==> src/gb_dl_params.svh <==
// Download front end constants: bus widths, host file-type codes, boot checksums, palette default
`ifndef GB_DL_PARAMS_SVH
`define GB_DL_PARAMS_SVH

//////////////////////////////////////////////////////////////////////
// Host protocol widths
//////////////////////////////////////////////////////////////////////

`define DL_WORD_W       16
`define DL_ADDR_W       25
`define FILETYPE_W      8
`define CHECKSUM_W      18
`define PALETTE_W       128
`define GG_CODE_W       129

//////////////////////////////////////////////////////////////////////
// File-type codes sent by the host
//////////////////////////////////////////////////////////////////////

// Cart matches on the low six bits only
`define FT_CART_LO      6'h01
`define FT_CART_ALT     8'h80
`define FT_MEGADUCK     8'h81
`define FT_PALETTE      8'h03
`define FT_BORDER       8'h02
`define FT_CGB_BOOT     8'h04
`define FT_DMG_BOOT     8'h05
`define FT_SGB_BOOT     8'h06
`define FT_CHEAT        8'hFF

// Byte sums of known colour boot ROM images
`define CGB_BOOT_SUM_MISTER     18'h2CE10
`define CGB_BOOT_SUM_ORIGINAL   18'h2F3EA

// Four 24-bit greens, low 32 bits unused
`define PALETTE_DEFAULT 128'h828214517356305A5F1A3B4900000000

`endif

==> src/gb_dl_pkg.sv <==
// Shared types for the download front end: word, address and payload vectors and download kinds
`include "gb_dl_params.svh"

package gb_dl_pkg;

	//////////////////////////////////////////////////////////////////////
	// Host stream vectors
	//////////////////////////////////////////////////////////////////////

	typedef logic [`DL_WORD_W-1:0]  dl_word_t;
	typedef logic [`DL_ADDR_W-1:0]  dl_addr_t;
	typedef logic [`FILETYPE_W-1:0] filetype_t;

	// Class of the download in progress
	typedef enum logic [3:0] {
		DL_NONE,
		DL_CART,
		DL_MEGADUCK,
		DL_PALETTE,
		DL_BORDER,
		DL_CGB_BOOT,
		DL_DMG_BOOT,
		DL_SGB_BOOT,
		DL_CHEAT
	} dl_kind_e;

	//////////////////////////////////////////////////////////////////////
	// Payload vectors
	//////////////////////////////////////////////////////////////////////

	// Byte sum of a colour boot ROM, wraps at 2^18
	typedef logic [`CHECKSUM_W-1:0] checksum_t;

	// pal1..pal4 in the top 96 bits
	typedef logic [`PALETTE_W-1:0]  palette_t;

	// {strobe, flags, address, compare, replace}
	typedef logic [`GG_CODE_W-1:0]  gg_code_t;

endpackage

==> src/dl_classify.sv <==
// Classify stage: registers the host stream and tags each word with its download kind
`timescale 1ns/1ns
`include "gb_dl_params.svh"

module dl_classify (
	input  logic                  clk_sys,
	input  logic                  reset,
	input  logic                  ioctl_download,
	input  logic                  ioctl_wr,
	input  gb_dl_pkg::dl_addr_t   ioctl_addr,
	input  gb_dl_pkg::dl_word_t   ioctl_dout,
	input  gb_dl_pkg::filetype_t  filetype,
	output gb_dl_pkg::dl_kind_e   dl_kind,
	output logic                  dl_wr,
	output gb_dl_pkg::dl_addr_t   dl_addr,
	output gb_dl_pkg::dl_word_t   dl_data,
	output logic                  dl_start,
	output logic                  cart_download,
	output logic                  boot_download
);

	import gb_dl_pkg::*;

	dl_kind_e kind_next;

	//////////////////////////////////////////////////////////////////////
	// File-type decode
	//////////////////////////////////////////////////////////////////////

	// MegaDuck before cart since its code also matches the cart rule
	always_comb begin
		kind_next = DL_NONE;
		if (ioctl_download) begin
			if (filetype == `FT_CHEAT)
				kind_next = DL_CHEAT;
			else if (filetype == `FT_MEGADUCK)
				kind_next = DL_MEGADUCK;
			else if (filetype[5:0] == `FT_CART_LO || filetype == `FT_CART_ALT)
				kind_next = DL_CART;
			else if (filetype == `FT_PALETTE)
				kind_next = DL_PALETTE;
			else if (filetype == `FT_BORDER)
				kind_next = DL_BORDER;
			else if (filetype == `FT_CGB_BOOT)
				kind_next = DL_CGB_BOOT;
			else if (filetype == `FT_DMG_BOOT)
				kind_next = DL_DMG_BOOT;
			else if (filetype == `FT_SGB_BOOT)
				kind_next = DL_SGB_BOOT;
		end
	end

	//////////////////////////////////////////////////////////////////////
	// Registered stream
	//////////////////////////////////////////////////////////////////////

	always_ff @(posedge clk_sys) begin
		if (reset) begin
			dl_kind  <= DL_NONE;
			dl_wr    <= 1'b0;
			dl_start <= 1'b0;
		end else begin
			dl_kind  <= kind_next;
			dl_wr    <= ioctl_wr;
			// New download, or the host switched type without dropping the level
			dl_start <= (kind_next != DL_NONE) && (kind_next != dl_kind);
		end
	end

	// Payload follows the control by one cycle like everything else
	always_ff @(posedge clk_sys) begin
		dl_addr <= ioctl_addr;
		dl_data <= ioctl_dout;
	end

	// MegaDuck images load through the cart path too
	assign cart_download = (dl_kind == DL_CART) || (dl_kind == DL_MEGADUCK);
	assign boot_download = (dl_kind == DL_CGB_BOOT) || (dl_kind == DL_DMG_BOOT) ||
	                       (dl_kind == DL_SGB_BOOT);

endmodule

==> src/boot_check.sv <==
// Boot ROM check stage: colour boot checksum, custom boot flags and the derived feature flags
`timescale 1ns/1ns
`include "gb_dl_params.svh"

module boot_check (
	input  logic                 clk_sys,
	input  logic                 reset,
	input  gb_dl_pkg::dl_kind_e  dl_kind,
	input  logic                 dl_wr,
	input  gb_dl_pkg::dl_word_t  dl_data,
	input  logic                 dl_start,
	input  logic                 is_gbc,
	output logic                 fastboot_available,
	output logic                 boot_gba_available,
	output logic                 real_cgb_boot
);

	import gb_dl_pkg::*;

	checksum_t checksum;
	checksum_t byte_sum;
	logic      custom_cgb;
	logic      custom_dmg;
	logic      sum_mister;
	logic      sum_original;
	logic      cgb_word;

	//////////////////////////////////////////////////////////////////////
	// Colour boot ROM checksum
	//////////////////////////////////////////////////////////////////////

	assign cgb_word = (dl_kind == DL_CGB_BOOT) && dl_wr;

	// Both bytes of the word, zero extended
	assign byte_sum = checksum_t'(dl_data[15:8]) + checksum_t'(dl_data[7:0]);

	always_ff @(posedge clk_sys) begin
		if (reset) begin
			checksum <= '0;
		end else if (dl_start && dl_kind == DL_CGB_BOOT) begin
			// Restart the sum, keeping a word that arrives on the first cycle
			checksum <= cgb_word ? byte_sum : '0;
		end else if (cgb_word) begin
			checksum <= checksum + byte_sum;
		end
	end

	//////////////////////////////////////////////////////////////////////
	// Custom boot ROM flags
	//////////////////////////////////////////////////////////////////////

	// Sticky until reset, any written word marks the ROM as replaced
	always_ff @(posedge clk_sys) begin
		if (reset) begin
			custom_cgb <= 1'b0;
			custom_dmg <= 1'b0;
		end else begin
			if (cgb_word)
				custom_cgb <= 1'b1;
			if (dl_kind == DL_DMG_BOOT && dl_wr)
				custom_dmg <= 1'b1;
		end
	end

	//////////////////////////////////////////////////////////////////////
	// Feature flags
	//////////////////////////////////////////////////////////////////////

	assign sum_mister   = (checksum == `CGB_BOOT_SUM_MISTER);
	assign sum_original = (checksum == `CGB_BOOT_SUM_ORIGINAL);

	always_ff @(posedge clk_sys) begin
		if (reset) begin
			fastboot_available <= 1'b1;
			boot_gba_available <= 1'b1;
			real_cgb_boot      <= 1'b0;
		end else begin
			real_cgb_boot      <= sum_original;
			// GBA mode needs the stock ROM, a known ROM image, or no custom ROM at all
			boot_gba_available <= !custom_cgb || sum_original || sum_mister;
			// Fast boot only works with the known colour ROM image, never with a custom DMG ROM
			fastboot_available <= !((is_gbc && custom_cgb && !sum_mister) ||
			                        (!is_gbc && custom_dmg));
		end
	end

endmodule

==> src/config_capture.sv <==
// Config capture stage: monochrome palette shift register and cheat code assembler
`timescale 1ns/1ns
`include "gb_dl_params.svh"

module config_capture (
	input  logic                     clk_sys,
	input  logic                     reset,
	input  gb_dl_pkg::dl_kind_e      dl_kind,
	input  logic                     dl_wr,
	input  gb_dl_pkg::dl_addr_t      dl_addr,
	input  gb_dl_pkg::dl_word_t      dl_data,
	output gb_dl_pkg::palette_t      palette,
	output logic [`GG_CODE_W-2:0]    gg_code,
	output logic                     gg_strobe,
	output logic                     gg_reset
);

	import gb_dl_pkg::*;

	gg_code_t gg_reg;
	logic     pal_word;
	logic     cheat_word;

	assign pal_word   = (dl_kind == DL_PALETTE) && dl_wr;
	assign cheat_word = (dl_kind == DL_CHEAT) && dl_wr;

	//////////////////////////////////////////////////////////////////////
	// Palette
	//////////////////////////////////////////////////////////////////////

	// Host sends big endian colours, so swap the bytes of each word
	always_ff @(posedge clk_sys) begin
		if (reset) begin
			palette <= `PALETTE_DEFAULT;
		end else if (pal_word) begin
			palette <= {palette[`PALETTE_W-17:0], dl_data[7:0], dl_data[15:8]};
		end
	end

	//////////////////////////////////////////////////////////////////////
	// Cheat code assembly
	//////////////////////////////////////////////////////////////////////

	// Eight words per code, placed by byte offset within a 16-byte record
	always_ff @(posedge clk_sys) begin
		if (reset) begin
			gg_reg <= '0;
		end else begin
			gg_reg[128] <= 1'b0;
			if (cheat_word) begin
				case (dl_addr[3:0])
					4'd0:  gg_reg[111:96]  <= dl_data;
					4'd2:  gg_reg[127:112] <= dl_data;
					4'd4:  gg_reg[79:64]   <= dl_data;
					4'd6:  gg_reg[95:80]   <= dl_data;
					4'd8:  gg_reg[47:32]   <= dl_data;
					4'd10: gg_reg[63:48]   <= dl_data;
					4'd12: gg_reg[15:0]    <= dl_data;
					4'd14: begin
						gg_reg[31:16] <= dl_data;
						// Last word, hand the whole code over
						gg_reg[128]   <= 1'b1;
					end
					default: ;
				endcase
			end
		end
	end

	assign gg_code   = gg_reg[`GG_CODE_W-2:0];
	assign gg_strobe = gg_reg[`GG_CODE_W-1];

	//////////////////////////////////////////////////////////////////////
	// Cheat list reset
	//////////////////////////////////////////////////////////////////////

	// A new cheat file starts at address 0; a cart or palette download wipes the list
	always_ff @(posedge clk_sys) begin
		if (reset) begin
			gg_reset <= 1'b0;
		end else begin
			gg_reset <= (cheat_word && dl_addr == '0) ||
			            (dl_kind == DL_CART) ||
			            (dl_kind == DL_MEGADUCK) ||
			            (dl_kind == DL_PALETTE);
		end
	end

endmodule

==> src/gb_dl_top.sv <==
// Download front end top: classify stage feeding the boot check and config capture stages
`timescale 1ns/1ns
`include "gb_dl_params.svh"

module gb_dl_top (
	input  logic                     clk_sys,
	input  logic                     reset,
	input  logic                     ioctl_download,
	input  logic                     ioctl_wr,
	input  gb_dl_pkg::dl_addr_t      ioctl_addr,
	input  gb_dl_pkg::dl_word_t      ioctl_dout,
	input  gb_dl_pkg::filetype_t     filetype,
	input  logic                     is_gbc,
	output logic                     cart_download,
	output logic                     boot_download,
	output logic                     fastboot_available,
	output logic                     boot_gba_available,
	output logic                     real_cgb_boot,
	output gb_dl_pkg::palette_t      palette,
	output logic [`GG_CODE_W-2:0]    gg_code,
	output logic                     gg_strobe,
	output logic                     gg_reset
);

	import gb_dl_pkg::*;

	// Registered stream shared by both payload stages
	dl_kind_e dl_kind;
	logic     dl_wr;
	dl_addr_t dl_addr;
	dl_word_t dl_data;
	logic     dl_start;

	//////////////////////////////////////////////////////////////////////
	// Stage 1
	//////////////////////////////////////////////////////////////////////

	dl_classify u_classify (
		.clk_sys        (clk_sys),
		.reset          (reset),
		.ioctl_download (ioctl_download),
		.ioctl_wr       (ioctl_wr),
		.ioctl_addr     (ioctl_addr),
		.ioctl_dout     (ioctl_dout),
		.filetype       (filetype),
		.dl_kind        (dl_kind),
		.dl_wr          (dl_wr),
		.dl_addr        (dl_addr),
		.dl_data        (dl_data),
		.dl_start       (dl_start),
		.cart_download  (cart_download),
		.boot_download  (boot_download)
	);

	//////////////////////////////////////////////////////////////////////
	// Stage 2, side by side
	//////////////////////////////////////////////////////////////////////

	boot_check u_boot_check (
		.clk_sys            (clk_sys),
		.reset              (reset),
		.dl_kind            (dl_kind),
		.dl_wr              (dl_wr),
		.dl_data            (dl_data),
		.dl_start           (dl_start),
		.is_gbc             (is_gbc),
		.fastboot_available (fastboot_available),
		.boot_gba_available (boot_gba_available),
		.real_cgb_boot      (real_cgb_boot)
	);

	config_capture u_config_capture (
		.clk_sys   (clk_sys),
		.reset     (reset),
		.dl_kind   (dl_kind),
		.dl_wr     (dl_wr),
		.dl_addr   (dl_addr),
		.dl_data   (dl_data),
		.palette   (palette),
		.gg_code   (gg_code),
		.gg_strobe (gg_strobe),
		.gg_reset  (gg_reset)
	);

endmodule

==> config.mk <==
export PLATFORM = sky130hd
export DESIGN_NAME = gb_dl_top
export DESIGN_NICKNAME = d
export VERILOG_FILES = /design/src/gb_dl_pkg.sv /design/src/dl_classify.sv /design/src/boot_check.sv /design/src/config_capture.sv /design/src/gb_dl_top.sv
export VERILOG_INCLUDE_DIRS = /design/src
export SDC_FILE = /design/constraint.sdc
export NUM_CORES = 1
export LEC_CHECK = 0
export BUFFER_PORTS_ARGS = -buffer_cell sky130_fd_sc_hd__buf_2
export CORE_MARGIN = 2
export CORE_UTILIZATION = 30
export CTS_CLUSTER_SIZE = 14
export DETAILED_ROUTE_END_ITERATION = 6
export PLACE_DENSITY_LB_ADDON = 0.12
export SLEW_MARGIN = 10
export SYNTH_ARGS = -nofsm -noshare
export SYNTH_HDL_FRONTEND = slang
export SYNTH_SLANG_ARGS = --single-unit
==> constraint.sdc <==
create_clock -name clk_sys -period 10.4 [get_ports clk_sys]
set_clock_uncertainty 0.05 [all_clocks]
set_input_delay 2.08 -clock clk_sys [delete_from_list [all_inputs] [get_ports clk_sys]]
set_output_delay 2.08 -clock clk_sys [all_outputs]
set_load 0.01 [all_outputs]
==> metrics.md <==
| Metric | Value |
|---|---|
| PortBufs | 316 |
| Via count | roughly 10000 |
| Synthesized area per cell | 8.60 µm² |
| Post-synthesis cell count | 1432 |
| Num CTS Buffers | 39 |
| R2R setup slack | 6.33 ns |
| Sequential-to-total area share from yosys stat | between 50% and 60% |
| H-Tree Depth | 2 |
| Netlist cell types | 56 |
| Xor/xnor share of the synthesized area | around 1.5% |
| Longest Clk Path Bufs | 3 |
| DRT antenna net count | 0 |
| Wire per inst | 17.9 µm |
| Critical path startpoint | u_classify.dl_data[8] |
| Pre-Repair DR Iteration Count | 5 |
| Iteration-0 DRC Markers | approximately 570 |
| Max FO, Critical Path | 10 |
| Inserted Diodes | 0 |
| HP Class | reg -> reg |
| FF-to-FF End | u_boot_check.checksum[17] |
| Post-Syn Nets | 1506 |
| Fmax | 246 MHz |
| Final count of negative-setup-slack endpoints | 0 |
| First-pass GRT wire length | 59900 µm |
| Leak | around 6.6 nW |
| Overflow after GRT | 0 |
| Simple-gate share of the synthesized area | 23.6% |
| Detailed Place HPWL | 26800 µm |
| Register-to-Register Path Depth | 15 |
| Main combinational cell family by area after synthesis | simple AND/OR/NAND/NOR gates |
| Min Clock Period, post-route | 4.07 ns |
| Net count, final | about 1800 |
| Crit. End Element | flop |
| Mapped cell area | roughly 0.012 mm² |
| RSZ-0062 raised after global routing | false |
| Status | finished clean |
| Syn-to-layout area delta | 25.4% |
| Area leader, netlist | dfxtp_1 |
| Yosys top cell area share | 53.3% |
| Compound-gate portion of the synthesized area | 9.73% |
| Total track usage | 18.4% |
| Arrival time at the worst endpoint | 4.51 ns |
| RR Startpoint | u_classify.dl_data[8] |
| Adder-cell share of the synthesized area | 2.15% |
| Clk pin slew, worst setup/hold paths | 0.06 ns |
| Slowest cell delay on critical path | about 0.77 ns |
| Area of the multi-input gates | 0.00525 mm² |
| Final worst path period share | 39.1% |
| Vias per inst | between 4 and 5 |
| Die width | 207 µm |
| Resize count post-CTS | 0 |
| Number of enable flip-flop cells after synthesis | 0 |
| Vias in the first global route | 10000 |
| Worst skew pair latency | approximately 0.57 ns |
| Die Footprint | 0.0427 mm² |
| Flops & latches, synth | 328 |
| Cell Pwr Density | 176 mW/mm² |
| CP Launch Type | flop |
| Fin Hold WS | roughly 0.4 ns |
| Root buffer cell | clkbuf_16 |
| Fin. max-slew vios | 0 |
| VDD IR max | 106 µV |
| Max reg flops | around 130 |
| Core box area | approximately 0.04 mm² |
| Reg area | 0.00657 mm² |
| Largest cells by area after synthesis | dfxtp_1, nand2_1, a21oi_1, mux2i_1, nor2_1 |
| Share of cells above drive strength 1 | 23.1% |
| Hold Buf Count CTS | 0 |
| Worst slew margin | 19.5% |
| Largest net degree at the start of global routing | approximately 120 |
| Setup Crit Path Kind | reg -> reg |
| Fill cells | roughly 4200 |
| Starting Density | between 30 and 40% |
| Commonest non-fill, non-tap cell in the layout | nand2_1 |
| Setup tns final | 0 ns |
| Post-synth top flop | dfxtp_1 |
| Cell chain of the critical path | ha_1 -> inv_1 -> fa_1 -> nor2b_1 -> o31a_1 -> o21a_1 -> o21ai_0 -> and2_1 -> ha_1 -> o211ai_1 -> o21ai_0 -> nor4b_1 -> nor3_2 -> nand3_1 -> mux2i_1 |
| Slowest cell on the critical path | dfxtp_1 |
| DRC Markers | 0 |
| Max-Cap Viols | 0 |
| # clock sinks | 328 |
| Routability cong. | 0.790 |
| Async SR Flop Fraction | 0% |
| Total Wirelength | 40300 µm |
| I/O pin count | 317 |
| Post-CTS Setup Inserts | 0 |
| Worst-margin pin slew | 1.20 ns |
| Antenna violations before repair | 0 |
| Most frequent cells in the layout | nand2_1, dfxtp_1, buf_2 |
| # rows | 74 |
| Worst Hold Depth | 2 |
| Final hold vios | 0 |
| Die H | 207 µm |
| Mux contribution to synthesized area | approximately 5.5% |
| TritonCTS clock tree | yes |
| Required @ worst endpoint | 10.84 ns |
| Crit path to | u_boot_check.checksum[17] |
| Warnings from Yosys | 0 |
power breakdown:
group,total [mW],internal (mW),switching [mW]
sequential,1.29,1.27,0.0213
clock,1.34,0.791,0.550
combinational,0.0845,0.0322,0.0523
total,2.71,2.09,0.624
worst min path at each step:
stage,startpoint,to
global route,u_config_capture.palette[116],u_config_capture.palette[116]
floorplan,u_boot_check.custom_cgb,u_boot_check.custom_cgb
CTS,u_config_capture.gg_reg[107],u_config_capture.gg_reg[107]
global placement,u_config_capture.gg_reg[96],u_config_capture.gg_reg[96]
finish,u_config_capture.gg_reg[107],u_config_capture.gg_reg[107]
detailed placement,u_config_capture.gg_reg[107],u_config_capture.gg_reg[107]
per-stage QoR:
step,setup WS (ns),area (µm²),util [%],cells,total power [mW]
finish,6.33,15400,38.0,2248,2.71
CTS,6.30,15400,38.0,2248,2.76
global placement,6.37,14200,34.9,2180,1.40
floorplan,6.77,12300,-,1432,1.36
global route,6.02,15400,38.0,2248,2.81
detailed placement,6.33,14200,34.9,2180,1.40
cells by family after synthesis:
| kind of cell | after synthesis |
|---|---|
| AO/OA/AOI/OAI | 220 |
| XOR/XNOR | 21 |
| adder cells (fa/ha/maj) | 20 |
| buffers and inverters | 120 |
| flip-flops | 328 |
| multiplexers | 68 |
| AND/OR/NAND/NOR | 655 |
cell type report:
cell class,count,area share [%]
well taps,532,4.31
multi-input cells,984,34.0
clock buffers,57,7.40
clock inverters,11,0.794
inverters,12,0.292
flip-flops and latches,328,42.5
repair buffers,324,10.7
Yosys cell counts (14+ instances only):
cell      number
a21oi_1      171
buf_2         23
clkbuf_1      76
dfxtp_1      328
ha_1          18
mux2i_1       68
nand2_1      411
nand3b_1      45
nor2_1       108
nor3_1        14
o21ai_0       18
xnor2_1       17
routing by layer:
layer / global-route usage [%] / share of wire [%]
met3: 6.47 / 8.5
met5: 0 / 0
met1: 22.6 / 42
met4: 6.02 / 2.3
met2: 30.1 / 47
critical path: cells and delay by family (launching register included):
| kind | cells | cell delay (ns) |
|---|---|---|
| mux | 1 | 0.19 |
| compound gates | 5 | 0.71 |
| fa+ha+maj | 3 | 1.01 |
| flops | 1 | 0.77 |
| buf+inv | 1 | 0.06 |
| simple gates | 5 | 1.19 |
Power figures use the tool's default switching activity.
